File: config.mk
export PLATFORM = sky130hd
export DESIGN_NAME = spiCommandCtrl
export DESIGN_NICKNAME = d
export VERILOG_FILES = /design/src/design/spiLoopPkg.sv /design/src/design/spiCommandCtrl.sv
export VERILOG_INCLUDE_DIRS = /design/src /design/src/design
export SDC_FILE = /design/constraint.sdc
export NUM_CORES = 1
export LEC_CHECK = 0
export BUFFER_PORTS_ARGS = -buffer_cell sky130_fd_sc_hd__clkbuf_2
export CORE_AREA = 3 3 81 83
export DETAILED_ROUTE_END_ITERATION = 6
export DIE_AREA = 0 0 84 86
export PLACE_DENSITY = 0.85
export SLEW_MARGIN = 30
export SYNTH_ARGS = -nofsm -noshare
export SYNTH_HDL_FRONTEND = slang
export SYNTH_SLANG_ARGS = --single-unit
File: constraint.sdc
create_clock -name SysClk -period 3.15 [get_ports SysClk]
set_clock_uncertainty 0.05 [all_clocks]
set_input_delay 0.63 -clock SysClk [delete_from_list [all_inputs] [get_ports SysClk]]
set_output_delay 0.63 -clock SysClk [all_outputs]
set_load 0.02 [all_outputs]
File: src/design/spiLoop_cfg.svh
`ifndef SPI_LOOP_CFG_SVH
`define SPI_LOOP_CFG_SVH

////////////////////////////////////////////////////////////
// Widths and depths
////////////////////////////////////////////////////////////
`define SPI_BYTE_BITS      8   // One SPI transfer unit
`define SPI_WORD_BITS      32  // Register word
`define SPI_BUF_ADDR_BITS  12  // 4K byte buffer
`define SPI_REG_ADDR_BITS  4   // 16 registers
`define SPI_REG_BYTES      4   // Bytes per register word

////////////////////////////////////////////////////////////
// Command byte codes
////////////////////////////////////////////////////////////
`define SPI_CMD_STORE_START  8'd1  // Write buffer from address 0
`define SPI_CMD_STORE_MORE   8'd2  // Write buffer from current address
`define SPI_CMD_FETCH_START  8'd3  // Read buffer from address 0
`define SPI_CMD_FETCH_MORE   8'd4  // Read buffer from current address

// Register command fields
`define SPI_CMD_REG_BIT     7  // Set for any register access
`define SPI_CMD_REG_WE_BIT  6  // Set for a register write

`endif
File: src/design/spiLoopPkg.sv
package spiLoopPkg;

`include "spiLoop_cfg.svh"

  ////////////////////////////////////////////////////////////
  // Data types
  ////////////////////////////////////////////////////////////
  typedef logic [`SPI_BYTE_BITS-1:0]     spiByteT;  // Data byte
  typedef logic [`SPI_WORD_BITS-1:0]     regWordT;  // Register word
  typedef logic [`SPI_BUF_ADDR_BITS-1:0] bufAddrT;  // Buffer address
  typedef logic [`SPI_REG_ADDR_BITS-1:0] regAddrT;  // Register index

  // Sampled SPI pins, already in SysClk domain
  typedef struct packed {
    logic bitStrobe;    // One cycle per rising spiClk inside a packet
    logic packetStart;  // One cycle per falling spiSs
    logic mosiBit;      // MOSI value for this strobe
  } spiEventT;

  typedef struct packed {
    logic    byteValid;  // Eighth bit of a byte
    spiByteT data;
  } rxByteT;

  typedef struct packed {
    logic    writeEn;
    bufAddrT addr;
    spiByteT data;
  } bufWriteT;

  typedef struct packed {
    logic    writeEn;
    regAddrT addr;  // Also the register read index
    regWordT data;
  } regWriteT;

  // Command FSM, idle swallows bytes of an unknown command
  typedef enum logic [2:0] {
    waitCmd, storing, fetching, regBuild, regSend, idle
  } ctrlStateT;

endpackage

File: src/design/spiCommandCtrl.sv
`timescale 1ns/10ps
`include "spiLoop_cfg.svh"

module spiCommandCtrl (
  input  logic                 SysClk,
  input  logic                 reset,
  input  spiLoopPkg::spiEventT spiEvent,
  input  spiLoopPkg::rxByteT   rxByte,
  input  spiLoopPkg::spiByteT  bufReadData,
  input  spiLoopPkg::regWordT  regReadData,
  output spiLoopPkg::bufWriteT bufWrite,
  output spiLoopPkg::bufAddrT  bufReadAddr,
  output spiLoopPkg::regWriteT regWrite,
  output spiLoopPkg::spiByteT  txByte
);

  spiLoopPkg::ctrlStateT stateReg;
  spiLoopPkg::ctrlStateT state;      // Forced to waitCmd on a new packet
  spiLoopPkg::bufAddrT   writeAddr;  // Store pointer
  spiLoopPkg::bufAddrT   readAddr;   // Fetch pointer
  spiLoopPkg::regAddrT   regIdx;
  spiLoopPkg::spiByteT   cmd;
  logic [1:0]            byteCnt;    // Byte of the register word
  logic [23:0]           wordUpper;  // Upper three bytes of a write
  logic                  lastByte;

  assign state    = spiEvent.packetStart ? spiLoopPkg::waitCmd : stateReg;
  assign cmd      = rxByte.data;
  assign lastByte = (byteCnt == 2'(`SPI_REG_BYTES - 1));

  ////////////////////////////////////////////////////////////
  // Command FSM and pointers
  ////////////////////////////////////////////////////////////
  always_ff @(posedge SysClk) begin
    if (reset) begin
      stateReg  <= spiLoopPkg::waitCmd;
      writeAddr <= '0;
      readAddr  <= '0;
      regIdx    <= '0;
      byteCnt   <= '0;
    end else begin
      stateReg <= state;  // Hold, or take the packet restart
      if (rxByte.byteValid) begin
        case (state)
          spiLoopPkg::waitCmd: begin
            byteCnt <= '0;
            if (cmd[`SPI_CMD_REG_BIT]) begin
              // Register access with the index in the low bits
              regIdx   <= cmd[`SPI_REG_ADDR_BITS-1:0];
              stateReg <= cmd[`SPI_CMD_REG_WE_BIT] ? spiLoopPkg::regBuild
                                                   : spiLoopPkg::regSend;
            end else if (cmd == `SPI_CMD_STORE_START) begin
              writeAddr <= '0;
              stateReg  <= spiLoopPkg::storing;
            end else if (cmd == `SPI_CMD_STORE_MORE) begin
              stateReg <= spiLoopPkg::storing;  // Keep old pointer
            end else if (cmd == `SPI_CMD_FETCH_START) begin
              readAddr <= '0;
              stateReg <= spiLoopPkg::fetching;
            end else if (cmd == `SPI_CMD_FETCH_MORE) begin
              stateReg <= spiLoopPkg::fetching;
            end else begin
              stateReg <= spiLoopPkg::idle;  // Unknown command waits for SS high
            end
          end
          spiLoopPkg::storing: begin
            writeAddr <= writeAddr + 1'b1;
          end
          spiLoopPkg::fetching: begin
            readAddr <= readAddr + 1'b1;  // Next byte loads during the gap
          end
          spiLoopPkg::regBuild, spiLoopPkg::regSend: begin
            byteCnt <= byteCnt + 2'd1;
            if (lastByte) begin
              stateReg <= spiLoopPkg::waitCmd;  // Word done
            end
          end
          default: begin
            stateReg <= state;  // idle ignores everything
          end
        endcase
      end
    end
  end

  // Incoming register word arrives MSB first
  always_ff @(posedge SysClk) begin
    if (rxByte.byteValid && state == spiLoopPkg::regBuild) begin
      wordUpper <= {wordUpper[15:0], rxByte.data};
    end
  end

  ////////////////////////////////////////////////////////////
  // Memory ports
  ////////////////////////////////////////////////////////////
  assign bufWrite.writeEn = rxByte.byteValid && (state == spiLoopPkg::storing);
  assign bufWrite.addr    = writeAddr;
  assign bufWrite.data    = rxByte.data;
  assign bufReadAddr      = readAddr;

  assign regWrite.writeEn = rxByte.byteValid && (state == spiLoopPkg::regBuild)
                            && lastByte;
  assign regWrite.addr    = regIdx;  // Read index too
  assign regWrite.data    = {wordUpper, rxByte.data};  // Last byte taken live

  // Byte for the next SPI transfer
  always_comb begin
    case (state)
      spiLoopPkg::fetching: txByte = bufReadData;
      // ~byteCnt counts 3..0, so byte 0 is bits 31:24
      spiLoopPkg::regSend:  txByte = regReadData[{~byteCnt, 3'b000} +: 8];
      default:              txByte = '0;
    endcase
  end

  // A packet restart never lands on a completed byte
  assert property (@(posedge SysClk) disable iff (reset)
    rxByte.byteValid |-> !spiEvent.packetStart);

endmodule

==> metrics <==
outcome=finished, final reports clean; CTS tree=yes; ant diodes=0; Final Cycle Share=85.24%; #FFs+latches synth=57; Worst EP required=2470 ps; via count=2707; Post-DP HPWL=5.219 mm; postcts setup bufs=0; share of the synthesized area in the top cell type=23.48%; area delta synth->final=24.66%; asr flop ratio synth=0%; DR DRC count=0; FF+latch area=1381 sq um; relative slew slack=46.05%; peak fanout along the critical path=10; setup TNS=0 ps; Final min period=2685 ps; register area share after synthesis=45.01%; EDFF count, synth=24; die footprint=7224 sq um; pwr dens=428.2 nW/um^2; Synth Instances=293; CTS-repair resized insts=0; Syn Nets=350; CTS clk-pin slew, worst paths=70 ps; Fmax=372.4 MHz; GPL Wtd Cong=0.8660; Bufs on Longest Clock Path=2; Syn. warnings=0; clk sink count=57; Die X=84 microns; Post-Synth Adder-Cell Area=1.223%; share of cells above drive strength 1=40.29%; Max H-tree Level=3; DRT iter0 DRCs=122; worst min path class=register to register; unrepaired setup endpoints after global routing=false; drt wl/cell=14.82 microns; largest net degree at the start of global routing=33; syn avg cell area=10.48 sq um; number of global-route vias before repair=2511; pre-CTS setup slack=579.4 ps; ranking of synthesized cells by area=edfxtp_1 23%, dfxtp_1 22%, mux4_2 5.9%; most common cell after layout, fill and taps aside=clkbuf_2; GRT Overall Usage=19.93%; Filler cells=477; commonest non-fill, non-tap cells in the layout=129 x clkbuf_2, 33 x dfxtp_1, 24 x edfxtp_1, 22 x a21oi_1, 22 x nand3_1; Synth Area in Simple Gates=20.83%; Synth cell types=50; Routed WL=7.145 mm; antenna viol nets, final=0; die height=86 microns; Core Util, Final=64.62%; # hold bufs at CTS=0; Ports=132; Peak VDD IR=315.2 uV; Final Max Tran Viols=0; drt pass-1 iters=4; critical path launch point type=register; static leakage=1.564 nW; initial antenna violation count=0; cell accounting for the most synthesized area=edfxtp_1; Initial Util=51.84%; mux cell area share after synthesis=11.09%; GR Overflow Total=0; area taken by multi-input logic gates=1465 sq um; CTS buffer count=9; slew at the pin with the worst max-slew slack=808.5 ps; PnR worst setup slack=465.1 ps; Arr. time, crit path=2000 ps; Placeable Area=5921 sq um; post-synthesis xor/xnor area fraction=0%; row count=28; Compound-Gate Fraction of Synth Area=14.39%; endpoints failing setup=0; clock root buffer=clkbuf_8; vias per cell=5.616; Final Hold Viols=0; Synth Cell Area=3069 sq um; Layout Nets=459; Setup crit end kind=primary output; worst skew pair latency=340 ps; maxcap violations=0; largest family of logic cells by synthesized area=simple AND/OR/NAND/NOR gates; Port Buffers=129; CP Class=register to primary output; Most used DFF post-synth=dfxtp_1; global-route wire length before repair=11.59 mm
## synthesized netlist by cell type, types with 3 or more instances
master	n
a21oi_1	22
nand4_1	5
nor2_1	16
nand3_1	22
clkbuf_1	10
dfxtp_1	33
and3_1	3
o31ai_1	9
nor2b_1	3
a22oi_1	9
mux2i_1	16
ha_1	3
buf_2	6
o21ai_0	5
or4_1	8
buf_4	17
or3_1	4
nand2b_1	5
edfxtp_1	24
mux4_2	8
nand2_1	9
nand3b_1	10
o2111ai_1	4
inv_1	6
## area by class of cell
type                       instances  share of cell area [%]
clock buffer                      10                   3.336
timing repair buffer             132                   17.46
clock inverter                     6                   1.766
inverter                           6                  0.5886
multi-input combinational        196                   38.29
sequential                        57                   36.10
tap                               75                   2.453
## cells by family (layout without fill, tap and decap cells)
family                     after synthesis  count (layout)
AOI/OAI and AO/OA                       64              64
adders and majority gates                3               3
buffers and inverters                   40             154
DFF                                     57              57
muxes                                   24              24
and+or+nand+nor                        105             105
## flip-flops by register name, indices dropped and copies added, names as in the netlist
name         count
stateReg         3
byteCnt          2
wordUpper       24
bufReadAddr     12
regIdx           4
writeAddr       12
## worst paths after layout
kind / startpoint / endpoint / slack [ps] / cells after the start
worst max-delay path: byteCnt[0] / txByte[4] / 470 / 4
worst min-delay path: wordUpper[0] / wordUpper[8] / 400 / 0
worst max register to register: stateReg[1] / writeAddr[11] / 1130 / 5
worst min register to register: wordUpper[0] / wordUpper[8] / 400 / 0
## routing by layer
layer	routed length, microns	vias to the layer above	GRT usage (%)
met1	3112	1284	25.09
met3	476	9	6.628
met2	3462	81	32.32
met4	94	0	6.871
li1	-	1333	-
met5	0	-	0
## report_power, final
group	leakage, nW	switching, W	total, W	internal, W
logic	0.989	0.000105	0.000180	0.0000749
clock network	0.0929	0.000309	0.000676	0.000367
registers	0.482	0.0000108	0.000783	0.000772
total	1.56	0.000424	0.00164	0.00121
## worst max-delay path, cell delays in order (launching register included)
cell      delay, ps
dfxtp_1         700
mux4_2          580
a22oi_1         180
nor2_1           60
clkbuf_2        150
## per-stage QoR
stage | hold slack (ps) | total power [W] | area (sq um) | std cells
finish | 396.7 | 0.001638 | 3826 | 482
global route | 404.6 | 0.001710 | 3826 | 482
CTS | 399.8 | 0.001654 | 3826 | 482
detailed placement | 382.6 | 0.0009796 | 3631 | 466
global placement | 381.7 | 0.0009735 | 3631 | 466
floorplan | 503.3 | 0.0009227 | 3069 | 293
(Power assumes the default switching activity.)
