**config.mk**
```make
export PLATFORM = sky130hd
export DESIGN_NAME = spiShifter
export DESIGN_NICKNAME = d
export VERILOG_FILES = /design/src/design/spiLoopPkg.sv /design/src/design/spiShifter.sv
export VERILOG_INCLUDE_DIRS = /design/src /design/src/design
export SDC_FILE = /design/constraint.sdc
export NUM_CORES = 1
export LEC_CHECK = 0
export BUFFER_PORTS_ARGS = -buffer_cell sky130_fd_sc_hd__buf_2
export CAP_MARGIN = 15
export CORE_AREA = 2 2 39 41
export CTS_BUF_LIST = sky130_fd_sc_hd__clkbuf_8 sky130_fd_sc_hd__clkbuf_16
export DETAILED_ROUTE_END_ITERATION = 8
export DIE_AREA = 0 0 41 43
export PLACE_DENSITY = 0.71
export SYNTH_ARGS = -nofsm -noshare
export SYNTH_HDL_FRONTEND = slang
export SYNTH_SLANG_ARGS = --single-unit
export TNS_END_PERCENT = 100
```
**constraint.sdc**
```tcl
create_clock -name SysClk -period 1.9 [get_ports SysClk]
set_clock_uncertainty 0.2 [all_clocks]
set_input_delay 0.19 -clock SysClk [delete_from_list [all_inputs] [get_ports SysClk]]
set_output_delay 0.19 -clock SysClk [all_outputs]
set_load 0.03 [all_outputs]
```
**src/design/spiLoop_cfg.svh**
```systemverilog
`ifndef SPI_LOOP_CFG_SVH
`define SPI_LOOP_CFG_SVH

////////////////////////////////////////////////////////////
// Widths and depths
////////////////////////////////////////////////////////////
`define SPI_BYTE_BITS      8   // One SPI transfer unit
`define SPI_WORD_BITS      32  // Register word
`define SPI_BUF_ADDR_BITS  12  // 4K byte buffer
`define SPI_REG_ADDR_BITS  4   // 16 registers
`define SPI_REG_BYTES      4   // Bytes per register word

////////////////////////////////////////////////////////////
// Command byte codes
////////////////////////////////////////////////////////////
`define SPI_CMD_STORE_START  8'd1  // Write buffer from address 0
`define SPI_CMD_STORE_MORE   8'd2  // Write buffer from current address
`define SPI_CMD_FETCH_START  8'd3  // Read buffer from address 0
`define SPI_CMD_FETCH_MORE   8'd4  // Read buffer from current address

// Register command fields
`define SPI_CMD_REG_BIT     7  // Set for any register access
`define SPI_CMD_REG_WE_BIT  6  // Set for a register write

`endif
```
**src/design/spiLoopPkg.sv**
```systemverilog
package spiLoopPkg;

`include "spiLoop_cfg.svh"

  ////////////////////////////////////////////////////////////
  // Data types
  ////////////////////////////////////////////////////////////
  typedef logic [`SPI_BYTE_BITS-1:0]     spiByteT;  // Data byte
  typedef logic [`SPI_WORD_BITS-1:0]     regWordT;  // Register word
  typedef logic [`SPI_BUF_ADDR_BITS-1:0] bufAddrT;  // Buffer address
  typedef logic [`SPI_REG_ADDR_BITS-1:0] regAddrT;  // Register index

  // Sampled SPI pins, already in SysClk domain
  typedef struct packed {
    logic bitStrobe;    // One cycle per rising spiClk inside a packet
    logic packetStart;  // One cycle per falling spiSs
    logic mosiBit;      // MOSI value for this strobe
  } spiEventT;

  typedef struct packed {
    logic    byteValid;  // Eighth bit of a byte
    spiByteT data;
  } rxByteT;

  typedef struct packed {
    logic    writeEn;
    bufAddrT addr;
    spiByteT data;
  } bufWriteT;

  typedef struct packed {
    logic    writeEn;
    regAddrT addr;  // Also the register read index
    regWordT data;
  } regWriteT;

  // Command FSM, idle swallows bytes of an unknown command
  typedef enum logic [2:0] {
    waitCmd, storing, fetching, regBuild, regSend, idle
  } ctrlStateT;

endpackage

```
**src/design/spiShifter.sv**
```systemverilog
`timescale 1ns/10ps

module spiShifter (
  input  logic                 SysClk,
  input  logic                 reset,
  input  spiLoopPkg::spiEventT spiEvent,
  input  spiLoopPkg::spiByteT  txByte,
  output spiLoopPkg::rxByteT   rxByte,
  output logic                 spiMiso
);

  ////////////////////////////////////////////////////////////
  // Bit counter shared by MOSI and MISO
  ////////////////////////////////////////////////////////////
  logic [2:0] bitIdxReg;  // Next bit position from the MSB down
  logic [2:0] bitIdx;     // Restarted by a new packet
  logic [6:0] rxUpper;    // Bits 7..1 of the byte in flight

  assign bitIdx = spiEvent.packetStart ? 3'd7 : bitIdxReg;

  always_ff @(posedge SysClk) begin
    if (reset) begin
      bitIdxReg <= 3'd7;
    end else if (spiEvent.bitStrobe) begin
      bitIdxReg <= bitIdx - 3'd1;  // Wraps 0 -> 7 at byte end
    end else begin
      bitIdxReg <= bitIdx;
    end
  end

  ////////////////////////////////////////////////////////////
  // Receive side
  ////////////////////////////////////////////////////////////
  always_ff @(posedge SysClk) begin
    if (spiEvent.bitStrobe) begin
      rxUpper <= {rxUpper[5:0], spiEvent.mosiBit};  // Shift in MSB first
    end
  end

  // Last bit goes straight through without an extra cycle
  assign rxByte.byteValid = spiEvent.bitStrobe && (bitIdx == 3'd0);
  assign rxByte.data      = {rxUpper, spiEvent.mosiBit};

  // Transmit side
  assign spiMiso = txByte[bitIdx];  // Settles while spiClk is low

  // Completed byte holds only shifted-in bits
  assert property (@(posedge SysClk) disable iff (reset)
    rxByte.byteValid |-> !$isunknown(rxByte.data));

endmodule

```
==> impl_metrics.ini, run 1 <==
[cts]
clock_path_buffers = 2
cts_tree = done
h-tree-depth = 1
path_clk_slew_ns = 0.05
cts_buffers = 3
clock_sinks = 10
clkLatencyLatePin_ns = 0.23
root_buffer = clkbuf_8

[placed_design]
port_buffers = 22
dp_hpwl_um = 611
place_ws_ns = 0.204
place_congestion = 0.764

[die]
initial_utilization_pct = 31.0
dieArea_mm2 = 0.00176
fp.dieW_um = 41
num_rows = 14
ios = 23
fp.coreArea_mm2 = 0.00138
die_h_um = 43

[critical_path]
startpoint = bitIdxReg[1]
required_ns = 1.51
crit_slowest_cell = dfxtp_2
cp_slowest_stage_delay_ns = 0.34
cp-start-kind = flip-flop
path_buf_inv = 1
reg2reg_from = bitIdxReg[0]
worstPathCellList = a21o_2 > a211o_1 > o21ai_1 > nand2_1 > buf_4
end_kind = output port
cp.arrival_ns = 1.47
crit_family = compound AO/OA/AOI/OAI gates
path_class = reg2out
critPathMaxFanout = 7

[drt]
viasPerCell = 4.60
vias = 359
ant_nets = 0
routed_wl_um = 824
drc = 0
wl_per_cell_um = 10.6
firstDrtPassIters = 4
drt_iter0_markers = 11

[logic_synthesis]
ys_types = 20
synth_most_common_cell = edfxtp_1
synth_edf_count = 7
synth.area.top_cells = edfxtp_1, dfxtp_1, mux2i_1
synthArstFlopShare_pct = 0
yosys_warnings = 0
ys_ff_latch = 10
synth_nets = 48
syn_area_per_cell_um2 = 12.3
synth_top_area_share_pct = 49.0
synth_area_um2 = 429
ys_top_cells_by_count = edfxtp_1, dfxtp_1, nor2_1
ys_seq_area_share_pct = 63.0
syn-instance-count = 35
yosys.area.top_type = edfxtp_1
synth_flop_cell = edfxtp_1

[grt]
gr-usage-met3_pct = 7.85
grt.overflow.total = 0
grt_max_degree = 9
antenna_found_initial = 0
grt_util_all_layers_pct = 11.5
grt_pass1_wl_um = 1300
grt_util_met2_pct = 18.4
grt_busiest_layer = met2
grt_pass1_vias = 346
use_met1_pct = 11.1

[hold_path]
hp-class = in2reg
hold_start = spiEvent[1]

[outcome]
status = completed

[power]
power.total_mw = 0.554
p_leak_nw = 0.282
combPwrFrac_pct = 15.4
power_switching_mw = 0.130
intPower_mw = 0.424
clock_power_share_pct = 38.9
p_per_area_mw_per_mm2 = 884
sequentialPowerShare_pct = 45.7
p_sw_share_pct = 23.5
ir_worst_vdd_mv = 0.557

[job]
maxCapViolCount = 0

[finish]
nets = 76
n_fill_cell = 138
syn2layout_area_growth_pct = 46.1
layout-drive-gt1-share_pct = 46.8
final_util_pct = 45.3
diodes = 0

[timing]
setup_viol = 0
hold_viol = 0
slew_violations = 0
setup_ws_ns = 0.0389
worstMarginPinSlew_ns = 0.181
setup_tns_ns = 0
maxSlewHeadroom_pct = 87.8
clock.fmax_mhz = 537
min_period_ns = 1.86
finalCritPeriodShare_pct = 98.0
per-stage QoR:
step                      std cells  cell area, µm²  hold WS [ns]
after floorplan                  35             429        0.0876
after global placement           71             547         0.178
after detailed placement         71             547         0.182
after CTS                        77             613        0.0400
after global routing             78             627        0.0628
final                            78             627        0.0463
what timing repair did:
item,CTS,global route
hold endpoints to repair,3,0
resized for setup,1,4
setup endpoints to repair,1,1
buffers inserted,0,1
pin swaps,0,1
hold buffers,2,0
sequential cells by signal (all words and copies together) (netlist names):
signal     flops
rxUpper        7
bitIdxReg      3
worst paths after layout:
check / endpoint / slack (ns) / depth (start not counted)
max reg2reg: bitIdxReg[2] / 0.62 / 3
min: bitIdxReg[2] / 0.05 / 3
max: spiMiso / 0.04 / 5
min reg2reg: rxUpper[4] / 0.24 / 0
area by class of cell:
type	instances	area (µm²)	area share [%]
Timing Repair Buffer	25	140	22.4
Tap cell	16	20.0	3.19
Sequential cell	10	275	43.9
Inverter	1	3.75	0.599
Clock inverter	1	3.75	0.599
Clock buffer	3	41.3	6.59
Multi-Input combinational cell	22	143	22.8
cells by family after synthesis:
kind of cell	synth area share [%]
and+or+nand+nor	14.9
buffers and inverters	3.79
AOI/OAI and AO/OA	9.62
xor gates and xnor gates	4.08
DFF	63.0
muxes	4.66
power groups by stage:
stage	registers (mW)	clock network (mW)	logic [mW]
3_5_place_dp	0.259	0	0.0763
3_3_place_gp	0.259	0	0.0752
5_1_grt	0.255	0.233	0.0921
6_report	0.253	0.216	0.0854
2_1_floorplan	0.275	0	0.0326
4_1_cts	0.256	0.223	0.0797
layout by cell type, fill, tap and decap left out, drive strengths merged:
cell	Yosys	final
nor3	2	2
and4bb	1	1
mux2i	2	2
nand2	2	2
a22o	1	1
nor2	3	3
edfxtp	7	7
a21o	1	1
nand2b	1	1
inv	1	1
dlygate4sd3	0	2
xnor2	1	1
clkinv	0	1
clkbuf	0	3
a211o	1	1
nand3	2	2
xor2	1	1
buf	2	23
o21ai	3	3
dfxtp	3	3
or3	1	1
metal layers:
metal	part of all wire, %	up-vias
li1	-	181
met1	37	166
met2	56	12
met3	7.2	0
met4	0	0
met5	0	-
worst reg2reg max path: stages (launching register included):
cell,delay [ns]
dfxtp_4,0.34
or3_1,0.42
xor2_1,0.15
nand2_1,0.06
Note: power is estimated with default switching activity, not from simulation.
==> inputs of run 2 (changes only) <==
--- a/constraint.sdc
+++ b/constraint.sdc
@@ -3,3 +3,3 @@
 set_input_delay 0.19 -clock SysClk [delete_from_list [all_inputs] [get_ports SysClk]]
 set_output_delay 0.19 -clock SysClk [all_outputs]
-set_load 0.03 [all_outputs]
+set_load 0.05 [all_outputs]
==> run 2 against run 1 <==
Net effect: register-to-register slack worse by 0.06 ns; clock-buffer cell count stayed put; sequential share of layout area decreased by 0.61 points; largest cell class unchanged.
==> impl_metrics.ini, run 2 (synthesis results as in run 1) <==
[outcome]
status = completed

[drt]
vias = 353
viasPerCell = 4.53
routed_wl_um = 810
ant_nets = 0
wl_per_cell_um = 10.4
drt_iter0_markers = 1
firstDrtPassIters = 2
drc = 0

[timing]
maxSlewHeadroom_pct = 83.5
slew_violations = 0
worstMarginPinSlew_ns = 0.249
setup_viol = 0
finalCritPeriodShare_pct = 95.9
clock.fmax_mhz = 549
setup_ws_ns = 0.0788
hold_viol = 0
min_period_ns = 1.82
hold_ws_ns = 0.0770
setup_tns_ns = 0
rsz0062_at_grt = false

[grt]
grt.overflow.total = 0
antenna_found_initial = 0
grt_pass1_wl_um = 1320
grt_max_degree = 9
grt_pass1_vias = 333
grt_util_all_layers_pct = 11.3

[cts]
clock_path_buffers = 2
cts_tree = done
path_clk_slew_ns = 0.05
root_buffer = clkbuf_8
cts_setup_buffers = 0
h-tree-depth = 1
cts_buffers = 3
clkLatencyLatePin_ns = 0.23
clock_sinks = 10

[finish]
layout-drive-gt1-share_pct = 48.4
final_common_cell = buf_2
n_fill_cell = 139
final_area_um2 = 636
layout_common_cells = buf_2, edfxtp_1, nor2_1, clkbuf_8
final_cells = 78
largestRegisters = rxUpper: 7 flops, bitIdxReg: 3 flops
final_util_pct = 45.9
top_register = rxUpper
syn2layout_area_growth_pct = 48.1
diodes = 0
nets = 76
largest_register_ff_count = 7

[critical_path]
reg2reg_from = bitIdxReg[0]
crit_family = compound AO/OA/AOI/OAI gates
end_kind = output port
path_buf_inv = 1
cp.arrival_ns = 1.43
cp-start-kind = flip-flop
path_class = reg2out
required_ns = 1.51
worstPathCellList = and4bb_1 > a211o_1 > o21ai_1 > nand2_1 > buf_6
crit_slowest_cell = dfxtp_4
critPathMaxFanout = 8
cp_slowest_stage_delay_ns = 0.38
startpoint = bitIdxReg[0]

[die]
fp.dieW_um = 41
num_rows = 14
die_h_um = 43
ios = 23
fp.coreArea_mm2 = 0.00138
dieArea_mm2 = 0.00176
initial_utilization_pct = 31.0

[power]
ir_worst_vdd_mv = 0.398
p_per_area_mw_per_mm2 = 908
p_leak_nw = 0.284
power.total_mw = 0.577

[placed_design]
place_ws_ns = 0.164
dp_cells = 72
placedInstanceArea_um2 = 559
dp_hpwl_um = 609
place_congestion = 0.762
port_buffers = 22

[hold_path]
hold_start = spiEvent[1]
hp-class = in2reg

[job]
maxCapViolCount = 0
-- run 2: area by class of cell --
| class | count | area (µm²) | area share [%] |
|---|---|---|---|
| inverters | 1 | 3.75 | 0.591 |
| clock inverters | 1 | 3.75 | 0.591 |
| clock buffers | 3 | 41.3 | 6.50 |
| repair buffers | 25 | 144 | 22.6 |
| well taps | 16 | 20.0 | 3.15 |
| multi-input cells | 22 | 148 | 23.2 |
| flip-flops and latches | 10 | 275 | 43.3 |
-- run 2: power breakdown --
group	switching [mW]	internal [mW]	total, mW
Combinational	0.0668	0.0367	0.104
Clock	0.0772	0.141	0.218
Sequential	0.00834	0.247	0.256
Total	0.152	0.425	0.577
-- run 2: path summary, 6_finish.rpt --
check | endpoint | slack [ns] | depth (start not counted)
min | bitIdxReg[2] | 0.08 | 3
max | spiMiso | 0.08 | 5
max reg2reg | bitIdxReg[2] | 0.56 | 3
min reg2reg | rxUpper[3] | 0.24 | 0
-- run 2: worst register-to-register path, cell delays in order (launching register included) --
cell	delay, ns
dfxtp_4	0.37
or3_1	0.44
xor2_1	0.16
nand2_1	0.06
-- run 2: timing repair --
item,in CTS,in global routing
pin swaps,0,1
gates resized for setup,1,5
setup endpoints to repair,1,1
hold buffers,2,0
hold endpoints to repair,4,0
-- run 2: metal layers --
| metal | part of all wire (%) | vias to the layer above | GRT usage (%) |
|---|---|---|---|
| li1 | - | 179 | - |
| met1 | 44 | 165 | 13.9 |
| met2 | 51 | 9 | 16.3 |
| met3 | 4.8 | 0 | 4.71 |
| met4 | 0 | 0 | 6.00 |
| met5 | 0 | - | 0 |
