$ cat config.mk
export PLATFORM = sky130hd
export DESIGN_NAME = spiInputSync
export DESIGN_NICKNAME = d
export VERILOG_FILES = /design/src/design/spiLoopPkg.sv /design/src/design/spiInputSync.sv
export VERILOG_INCLUDE_DIRS = /design/src /design/src/design
export SDC_FILE = /design/constraint.sdc
export NUM_CORES = 1
export LEC_CHECK = 0
export BUFFER_PORTS_ARGS = -buffer_cell sky130_fd_sc_hd__buf_2
export CAP_MARGIN = 10
export CORE_AREA = 2 2 39 41
export CTS_BUF_LIST = sky130_fd_sc_hd__clkbuf_2
export DETAILED_ROUTE_END_ITERATION = 7
export DIE_AREA = 0 0 41 43
export SLEW_MARGIN = 5
export SYNTH_ARGS = -nofsm -noshare
export SYNTH_HDL_FRONTEND = slang
export SYNTH_SLANG_ARGS = --single-unit
$ cat constraint.sdc
create_clock -name SysClk -period 1.1 [get_ports SysClk]
set_clock_uncertainty 0.2 [all_clocks]
set_input_delay 0.055 -clock SysClk [delete_from_list [all_inputs] [get_ports SysClk]]
set_output_delay 0.055 -clock SysClk [all_outputs]
set_load 0.1 [all_outputs]
$ cat src/design/spiLoop_cfg.svh
`ifndef SPI_LOOP_CFG_SVH
`define SPI_LOOP_CFG_SVH

////////////////////////////////////////////////////////////
// Widths and depths
////////////////////////////////////////////////////////////
`define SPI_BYTE_BITS      8   // One SPI transfer unit
`define SPI_WORD_BITS      32  // Register word
`define SPI_BUF_ADDR_BITS  12  // 4K byte buffer
`define SPI_REG_ADDR_BITS  4   // 16 registers
`define SPI_REG_BYTES      4   // Bytes per register word

////////////////////////////////////////////////////////////
// Command byte codes
////////////////////////////////////////////////////////////
`define SPI_CMD_STORE_START  8'd1  // Write buffer from address 0
`define SPI_CMD_STORE_MORE   8'd2  // Write buffer from current address
`define SPI_CMD_FETCH_START  8'd3  // Read buffer from address 0
`define SPI_CMD_FETCH_MORE   8'd4  // Read buffer from current address

// Register command fields
`define SPI_CMD_REG_BIT     7  // Set for any register access
`define SPI_CMD_REG_WE_BIT  6  // Set for a register write

`endif
$ cat src/design/spiLoopPkg.sv
package spiLoopPkg;

`include "spiLoop_cfg.svh"

  ////////////////////////////////////////////////////////////
  // Data types
  ////////////////////////////////////////////////////////////
  typedef logic [`SPI_BYTE_BITS-1:0]     spiByteT;  // Data byte
  typedef logic [`SPI_WORD_BITS-1:0]     regWordT;  // Register word
  typedef logic [`SPI_BUF_ADDR_BITS-1:0] bufAddrT;  // Buffer address
  typedef logic [`SPI_REG_ADDR_BITS-1:0] regAddrT;  // Register index

  // Sampled SPI pins, already in SysClk domain
  typedef struct packed {
    logic bitStrobe;    // One cycle per rising spiClk inside a packet
    logic packetStart;  // One cycle per falling spiSs
    logic mosiBit;      // MOSI value for this strobe
  } spiEventT;

  typedef struct packed {
    logic    byteValid;  // Eighth bit of a byte
    spiByteT data;
  } rxByteT;

  typedef struct packed {
    logic    writeEn;
    bufAddrT addr;
    spiByteT data;
  } bufWriteT;

  typedef struct packed {
    logic    writeEn;
    regAddrT addr;  // Also the register read index
    regWordT data;
  } regWriteT;

  // Command FSM, idle swallows bytes of an unknown command
  typedef enum logic [2:0] {
    waitCmd, storing, fetching, regBuild, regSend, idle
  } ctrlStateT;

endpackage

$ cat src/design/spiInputSync.sv
`timescale 1ns/10ps

module spiInputSync (
  input  logic                 SysClk,
  input  logic                 reset,
  input  logic                 spiClk,
  input  logic                 spiSs,
  input  logic                 spiMosi,
  output spiLoopPkg::spiEventT spiEvent
);

  logic spiClkReg;   // Pins after one SysClk stage
  logic spiSsReg;
  logic spiMosiReg;
  logic spiClkPrev;  // Previous registered values
  logic spiSsPrev;
  logic clkRise;
  logic ssFall;

  always_ff @(posedge SysClk) begin
    if (reset) begin
      spiClkReg  <= 1'b0;
      spiSsReg   <= 1'b1;  // Bus idle with no packet
      spiClkPrev <= 1'b0;
      spiSsPrev  <= 1'b1;
    end else begin
      spiClkReg  <= spiClk;
      spiSsReg   <= spiSs;
      spiClkPrev <= spiClkReg;
      spiSsPrev  <= spiSsReg;
    end
  end

  always_ff @(posedge SysClk) begin
    spiMosiReg <= spiMosi;  // Stable while spiClk is high
  end

  assign clkRise = spiClkReg & ~spiClkPrev;  // Mode 0 sample edge
  assign ssFall  = spiSsPrev & ~spiSsReg;

  // Strobes leave on a register
  always_ff @(posedge SysClk) begin
    if (reset) begin
      spiEvent <= '0;
    end else begin
      spiEvent.bitStrobe   <= clkRise & ~spiSsReg;  // Only inside a packet
      spiEvent.packetStart <= ssFall;
      spiEvent.mosiBit     <= spiMosiReg;
    end
  end

  // Slave stays selected while a bit is handed on
  assert property (@(posedge SysClk) disable iff (reset)
    spiEvent.bitStrobe |-> !spiSsReg);

endmodule

==> impl_metrics.py, run 1 <==
metrics = {
    "run_status": {
        "status": "completed",
    },
    "placement": {
        "portBuffers": 7,
        "gp_congestion": 0.6067,
        "dp_hpwl_um": 222.7,
        "place_area_um2": 317.8,
        "dpl_worst_slack_ns": 0.2470,
    },
    "setup_path": {
        "critPathMaxStageDelay_ns": 0.53,
        "worstPathRequired_ns": 1.02,
        "critPathTopFamily": "buffers and inverters",
        "end_kind": "flip-flop",
        "crit_arrival_ns": 0.97,
        "crit_fanout": 7,
        "slowest_stage": "dlygate4sd3_1",
        "worst-path-buf-inv": 2,
        "critPathKind": "in -> reg",
        "start_kind": "input port",
        "crit_chain": "dlygate4sd3_1 -> buf_2 -> or2_1",
    },
    "synthesis": {
        "syn_area_um2": 214.0,
        "yosysSeqAreaShare": 0.7485,
        "syn_nets": 20,
        "synth_ff_type": "dfxtp_1",
        "synthArstFlopShare": 0,
        "avgSynthCellArea_um2": 14.26,
        "synth_area_leader_cell": "dfxtp_1",
        "synth.top_cell.area_share": 0.7485,
        "synth_cell_types": 5,
        "synth_common_cells": "dfxtp_1, nor2b_1, or2_1",
        "synth_edf_count": 0,
        "yosys_warnings": 0,
        "ys_ff_latch": 8,
        "synth_area_leaders": "dfxtp_1, nor2b_1, nor4b_2",
        "synth.most_common_cell": "dfxtp_1",
        "synthCells": 15,
    },
    "global_route": {
        "met2_usage": 0.05938,
        "antenna_found_initial": 0,
        "grt_pass1_vias": 137,
        "use_met1": 0.04590,
        "grt_busiest_layer": "met3",
        "grt_first_pass_wirelength_um": 524,
        "grt-ovfl-total": 0,
        "grt_max_degree": 8,
        "use_met3": 0.07853,
        "grt_usage": 0.05758,
    },
    "layout": {
        "fin_util": 0.2694,
        "layout.nets": 36,
        "drive_gt1_frac": 0.4828,
        "area_growth_pct": 74.27,
        "n_antenna_cell": 0,
        "stdcell_area_um2": 372.9,
    },
    "route": {
        "vias": 147,
        "detail_route.iter0.violations": 1,
        "drtAntennaViolNets": 0,
        "postRouteWirelength_um": 338,
        "viasPerCell": 3.267,
        "wl_per_cell_um": 7.511,
        "dr.pass1.iters": 3,
        "drcViolationCount": 0,
    },
    "power_and_ir_drop": {
        "vdd_ir_drop_max_uv": 553.9,
        "p_per_area_nw_per_um2": 1467,
        "p_leak_nw": 0.1503,
    },
    "timing": {
        "timing.final.max_slew_violations": 0,
        "min_period_ns": 1.047,
        "relSlewSlack": 0.8776,
        "fin_hold_ws_ns": 0.2031,
        "setup_viol": 0,
        "post-route-period-util": 0.9520,
        "finalHoldViolations": 0,
        "rsz0062_at_grt": "no",
        "finalSetupTns_ns": 0,
        "fmax_ghz": 0.9549,
        "fin_ws_ns": 0.05275,
        "worst_pin_slew_ns": 0.1831,
    },
    "floorplanning": {
        "dieHeight_um": 43,
        "design.die.area_um2": 1763,
        "start_util": 0.1546,
        "ios": 8,
        "die_w_um": 41,
        "core_area_um2": 1384,
        "row_count": 14,
    },
    "cts": {
        "tritoncts": "built",
        "cts.sink_count": 8,
        "clock_path_buffers": 2,
        "clock_latency_ns": 0.22,
        "htreeDepth": 1,
        "cts_setup_buffers": 0,
        "cts_buffers": 3,
        "root_buffer": "clkbuf_2",
        "clkTransAtPathRegs_ns": 0.07,
    },
    "worst_hold_path": {
        "min_path_type": "reg -> reg",
    },
    "flow_run": {
        "cap_violations": 0,
    },
}
[report_power, final]
group,internal [mW],switching [mW],leakage [nW]
Clock,0.0743,0.0890,0.0125
Sequential,0.303,0.00682,0.0674
Combinational,0.0352,0.0386,0.0704
[per-stage QoR]
| stage | cells | power [mW] |
|---|---|---|
| floorplan | 15 | 0.3505 |
| global placement | 38 | 0.3791 |
| detailed placement | 38 | 0.3804 |
| CTS | 45 | 0.5590 |
| global route | 45 | 0.5793 |
| finish | 45 | 0.5471 |
[state kept, by name, summed over array words and instances (netlist names)]
signal and flops:
spiClkPrev 1, spiClkReg 1, spiEvent 3, spiMosiReg 1
spiSsPrev 1, spiSsReg 1
[cell type report]
type | instances | area (um^2)
fillers | 144 | 1011
flip-flops and latches | 8 | 163.9
repair buffers | 11 | 120.1
multi-input cells | 7 | 53.80
well taps | 16 | 20.02
clock buffers | 3 | 15.01
[repair_timing]
item	CTS	global route
resized for setup	0	0
setup endpoints to repair	0	0
hold buffers	4	0
endpoints found under the hold margin	8	0
[logic make-up after synthesis]
| logic type | share of synthesized area |
|---|---|
| flip-flops | 0.7485 |
| AND/OR/NAND/NOR | 0.2515 |
[final timing paths]
check,startpoint,end,slack [ns],depth (start not counted)
max,reset,spiSsReg$_SDFF_PP1_,0.05,3
min reg2reg,spiClkPrev$_SDFF_PP0_,spiEvent[2]$_SDFF_PP0_,0.20,1
min,spiClkPrev$_SDFF_PP0_,spiEvent[2]$_SDFF_PP0_,0.20,1
max reg2reg,spiSsReg$_SDFF_PP1_,spiEvent[2]$_SDFF_PP0_,0.25,1
[layer usage]
layer,up-vias,part of all wire
li1,76,-
met1,63,0.44
met2,8,0.48
met3,0,0.080
met4,0,0
met5,-,0
[layout by cell type, fill, tap and decap left out]
| cell type | count |
|---|---|
| buf_12 | 3 |
| buf_2 | 4 |
| clkbuf_2 | 3 |
| dfxtp_1 | 5 |
| dfxtp_2 | 3 |
| dlygate4sd3_1 | 4 |
| nor2b_1 | 3 |
| nor3b_1 | 1 |
| nor4b_2 | 1 |
| or2_1 | 2 |
Power figures use the tool's default switching activity.
==> inputs of run 2 (changes only) <==
--- a/config.mk
+++ b/config.mk
@@ -6,12 +6,14 @@
 export SDC_FILE = /design/constraint.sdc
 export NUM_CORES = 1
 export LEC_CHECK = 0
-export BUFFER_PORTS_ARGS = -buffer_cell sky130_fd_sc_hd__buf_2
 export CAP_MARGIN = 10
 export CORE_AREA = 2 2 39 41
 export CTS_BUF_LIST = sky130_fd_sc_hd__clkbuf_2
 export DETAILED_ROUTE_END_ITERATION = 7
 export DIE_AREA = 0 0 41 43
+export DONT_BUFFER_PORTS = 1
+export GPL_TIMING_DRIVEN = 0
+export PLACE_DENSITY = 0.38
 export SLEW_MARGIN = 5
 export SYNTH_ARGS = -nofsm -noshare
 export SYNTH_HDL_FRONTEND = slang
==> run 2 against run 1 <==
  * Via count shrank 14%
  * Critical path depth is 1 lower
  * Register-to-register slack is essentially flat
  * Sequential share of layout area rose by 13 points
  * Die area did not move
  * Non-clock buffer count shrank 7
  * Clock power hardly changed
  * Cell count is 16% lower
==> impl_metrics.py, run 2 (synthesis gave the netlist of run 1 again) <==
metrics = {
    "global_route": {
        "grt-ovfl-total": 0,
        "grt_pass1_vias": 137,
        "grt_first_pass_wirelength_um": 545,
        "grt_usage": 0.05544,
        "antenna_found_initial": 0,
        "grt_max_degree": 8,
    },
    "power_and_ir_drop": {
        "vdd_ir_drop_max_uv": 658.8,
        "p_leak_nw": 0.1101,
        "p_sw_frac": 0.2504,
        "power_mw": 0.5177,
        "p_per_area_nw_per_um2": 1724,
        "switching_power_mw": 0.1296,
        "p_int_mw": 0.3881,
        "p_comb_frac": 0.043,
        "seqPwrFrac": 0.642,
        "clockPowerShare": 0.316,
    },
    "run_status": {
        "status": "completed",
    },
    "cts": {
        "cts.sink_count": 8,
        "clock_path_buffers": 2,
        "clkTransAtPathRegs_ns": 0.07,
        "root_buffer": "clkbuf_2",
        "cts_buffers": 3,
        "clock_latency_ns": 0.23,
        "htreeDepth": 1,
        "tritoncts": "built",
    },
    "setup_path": {
        "slowest_stage": "dlygate4sd3_1",
        "critPathTopFamily": "buffers and inverters",
        "critPathMaxStageDelay_ns": 0.64,
        "critPathKind": "in -> reg",
        "crit_arrival_ns": 0.94,
        "start_kind": "input port",
        "crit_fanout": 7,
        "end_kind": "flip-flop",
        "crit_chain": "dlygate4sd3_1 -> or2_1",
        "worst-path-buf-inv": 1,
        "worstPathRequired_ns": 1.02,
    },
    "floorplanning": {
        "dieHeight_um": 43,
        "design.die.area_um2": 1763,
        "start_util": 0.1546,
        "ios": 8,
        "core_area_um2": 1384,
        "row_count": 14,
        "die_w_um": 41,
    },
    "layout": {
        "area_growth_pct": 40.35,
        "final_common_cell": "dfxtp_1",
        "n_antenna_cell": 0,
        "final_cell_mix": "dfxtp_1, dlygate4sd3_1, nor2b_1, clkbuf_2, dfxtp_4",
        "top_register": "spiEvent",
        "largest_register_ffs": 3,
        "layout.nets": 29,
        "drive_gt1_frac": 0.3182,
        "fillerInstances": 149,
    },
    "placement": {
        "portBuffers": 0,
        "gp_congestion": 0.5518,
        "dp_hpwl_um": 188.3,
    },
    "route": {
        "postRouteWirelength_um": 284,
        "vias": 127,
        "dr.pass1.iters": 2,
        "viasPerCell": 3.342,
        "drtAntennaViolNets": 0,
        "detail_route.iter0.violations": 2,
        "wl_per_cell_um": 7.474,
        "drcViolationCount": 0,
    },
    "timing": {
        "worst_pin_slew_ns": 0.2866,
        "timing.final.max_slew_violations": 0,
        "post-route-period-util": 0.9313,
        "setup_viol": 0,
        "finalSetupTns_ns": 0,
        "min_period_ns": 1.024,
        "relSlewSlack": 0.8098,
        "finalHoldViolations": 0,
        "rsz0062_at_grt": "no",
        "fmax_ghz": 0.9762,
    },
    "flow_run": {
        "cap_violations": 0,
    },
    "worst_hold_path": {
        "min_path_type": "in -> reg",
    },
}
==> run 2: layout make-up <==
class / count / area [um^2] / share of cell area
well taps: 16 / 20.02 / 0.06667
repair buffers: 4 / 40.04 / 0.1333
multi-input cells: 7 / 53.80 / 0.1792
clock buffers: 3 / 15.01 / 0.05000
flip-flops and latches: 8 / 171.4 / 0.5708
==> run 2: path summary, 6_finish.rpt <==
kind                                       startpoint                      to  slack, ns  cells past startpoint
worst max-delay path                            reset     spiSsReg$_SDFF_PP1_       0.08                      2
worst min-delay path                          spiMosi      spiMosiReg$_DFF_P_       0.17                      1
worst max register to register    spiSsReg$_SDFF_PP1_    spiSsPrev$_SDFF_PP1_       0.25                      1
worst min register to register  spiClkPrev$_SDFF_PP0_  spiEvent[2]$_SDFF_PP0_       0.20                      1
==> run 2: routing by layer <==
metal | part of all wire | wire length [um] | global-route usage | vias to the layer above
met5 | 0 | 0 | 0 | -
met2 | 0.40 | 113 | 0.05313 | 10
li1 | - | - | - | 64
met3 | 0.20 | 58 | 0.09424 | 0
met1 | 0.39 | 112 | 0.05537 | 53
met4 | 0 | 0 | 0.02000 | 0
==> run 2: metrics by stage <==
stage / hold slack (ns) / util / instance area, um^2 / setup WS (ns) / instances
after global routing: 0.1482 / 0.2170 / 300.3 / 0.04712 / 38
final: 0.1703 / 0.2170 / 300.3 / 0.07558 / 38
after floorplan: -0.1173 / - / 217.7 / 0.2192 / 15
after CTS: 0.1566 / 0.2170 / 300.3 / 0.06935 / 38
after detailed placement: -0.1172 / 0.1718 / 237.7 / 0.2127 / 31
after global placement: -0.1172 / 0.1718 / 237.7 / 0.2120 / 31
==> run 2: repair_timing <==
item | 4_1_cts | 5_1_grt
gates resized for setup | 3 | 0
setup buffers | 0 | 0
setup endpoints to repair | 3 | 0
hold buffers | 4 | 0
endpoints found under the hold margin | 8 | 0
==> run 2: power by group through the flow <==
stage | Sequential, mW | Clock, mW | Combinational, mW
floorplan | 0.343 | 0 | 0.00768
global placement | 0.344 | 0 | 0.00809
detailed placement | 0.344 | 0 | 0.00833
CTS | 0.332 | 0.176 | 0.0220
global route | 0.334 | 0.200 | 0.0248
finish | 0.332 | 0.164 | 0.0220
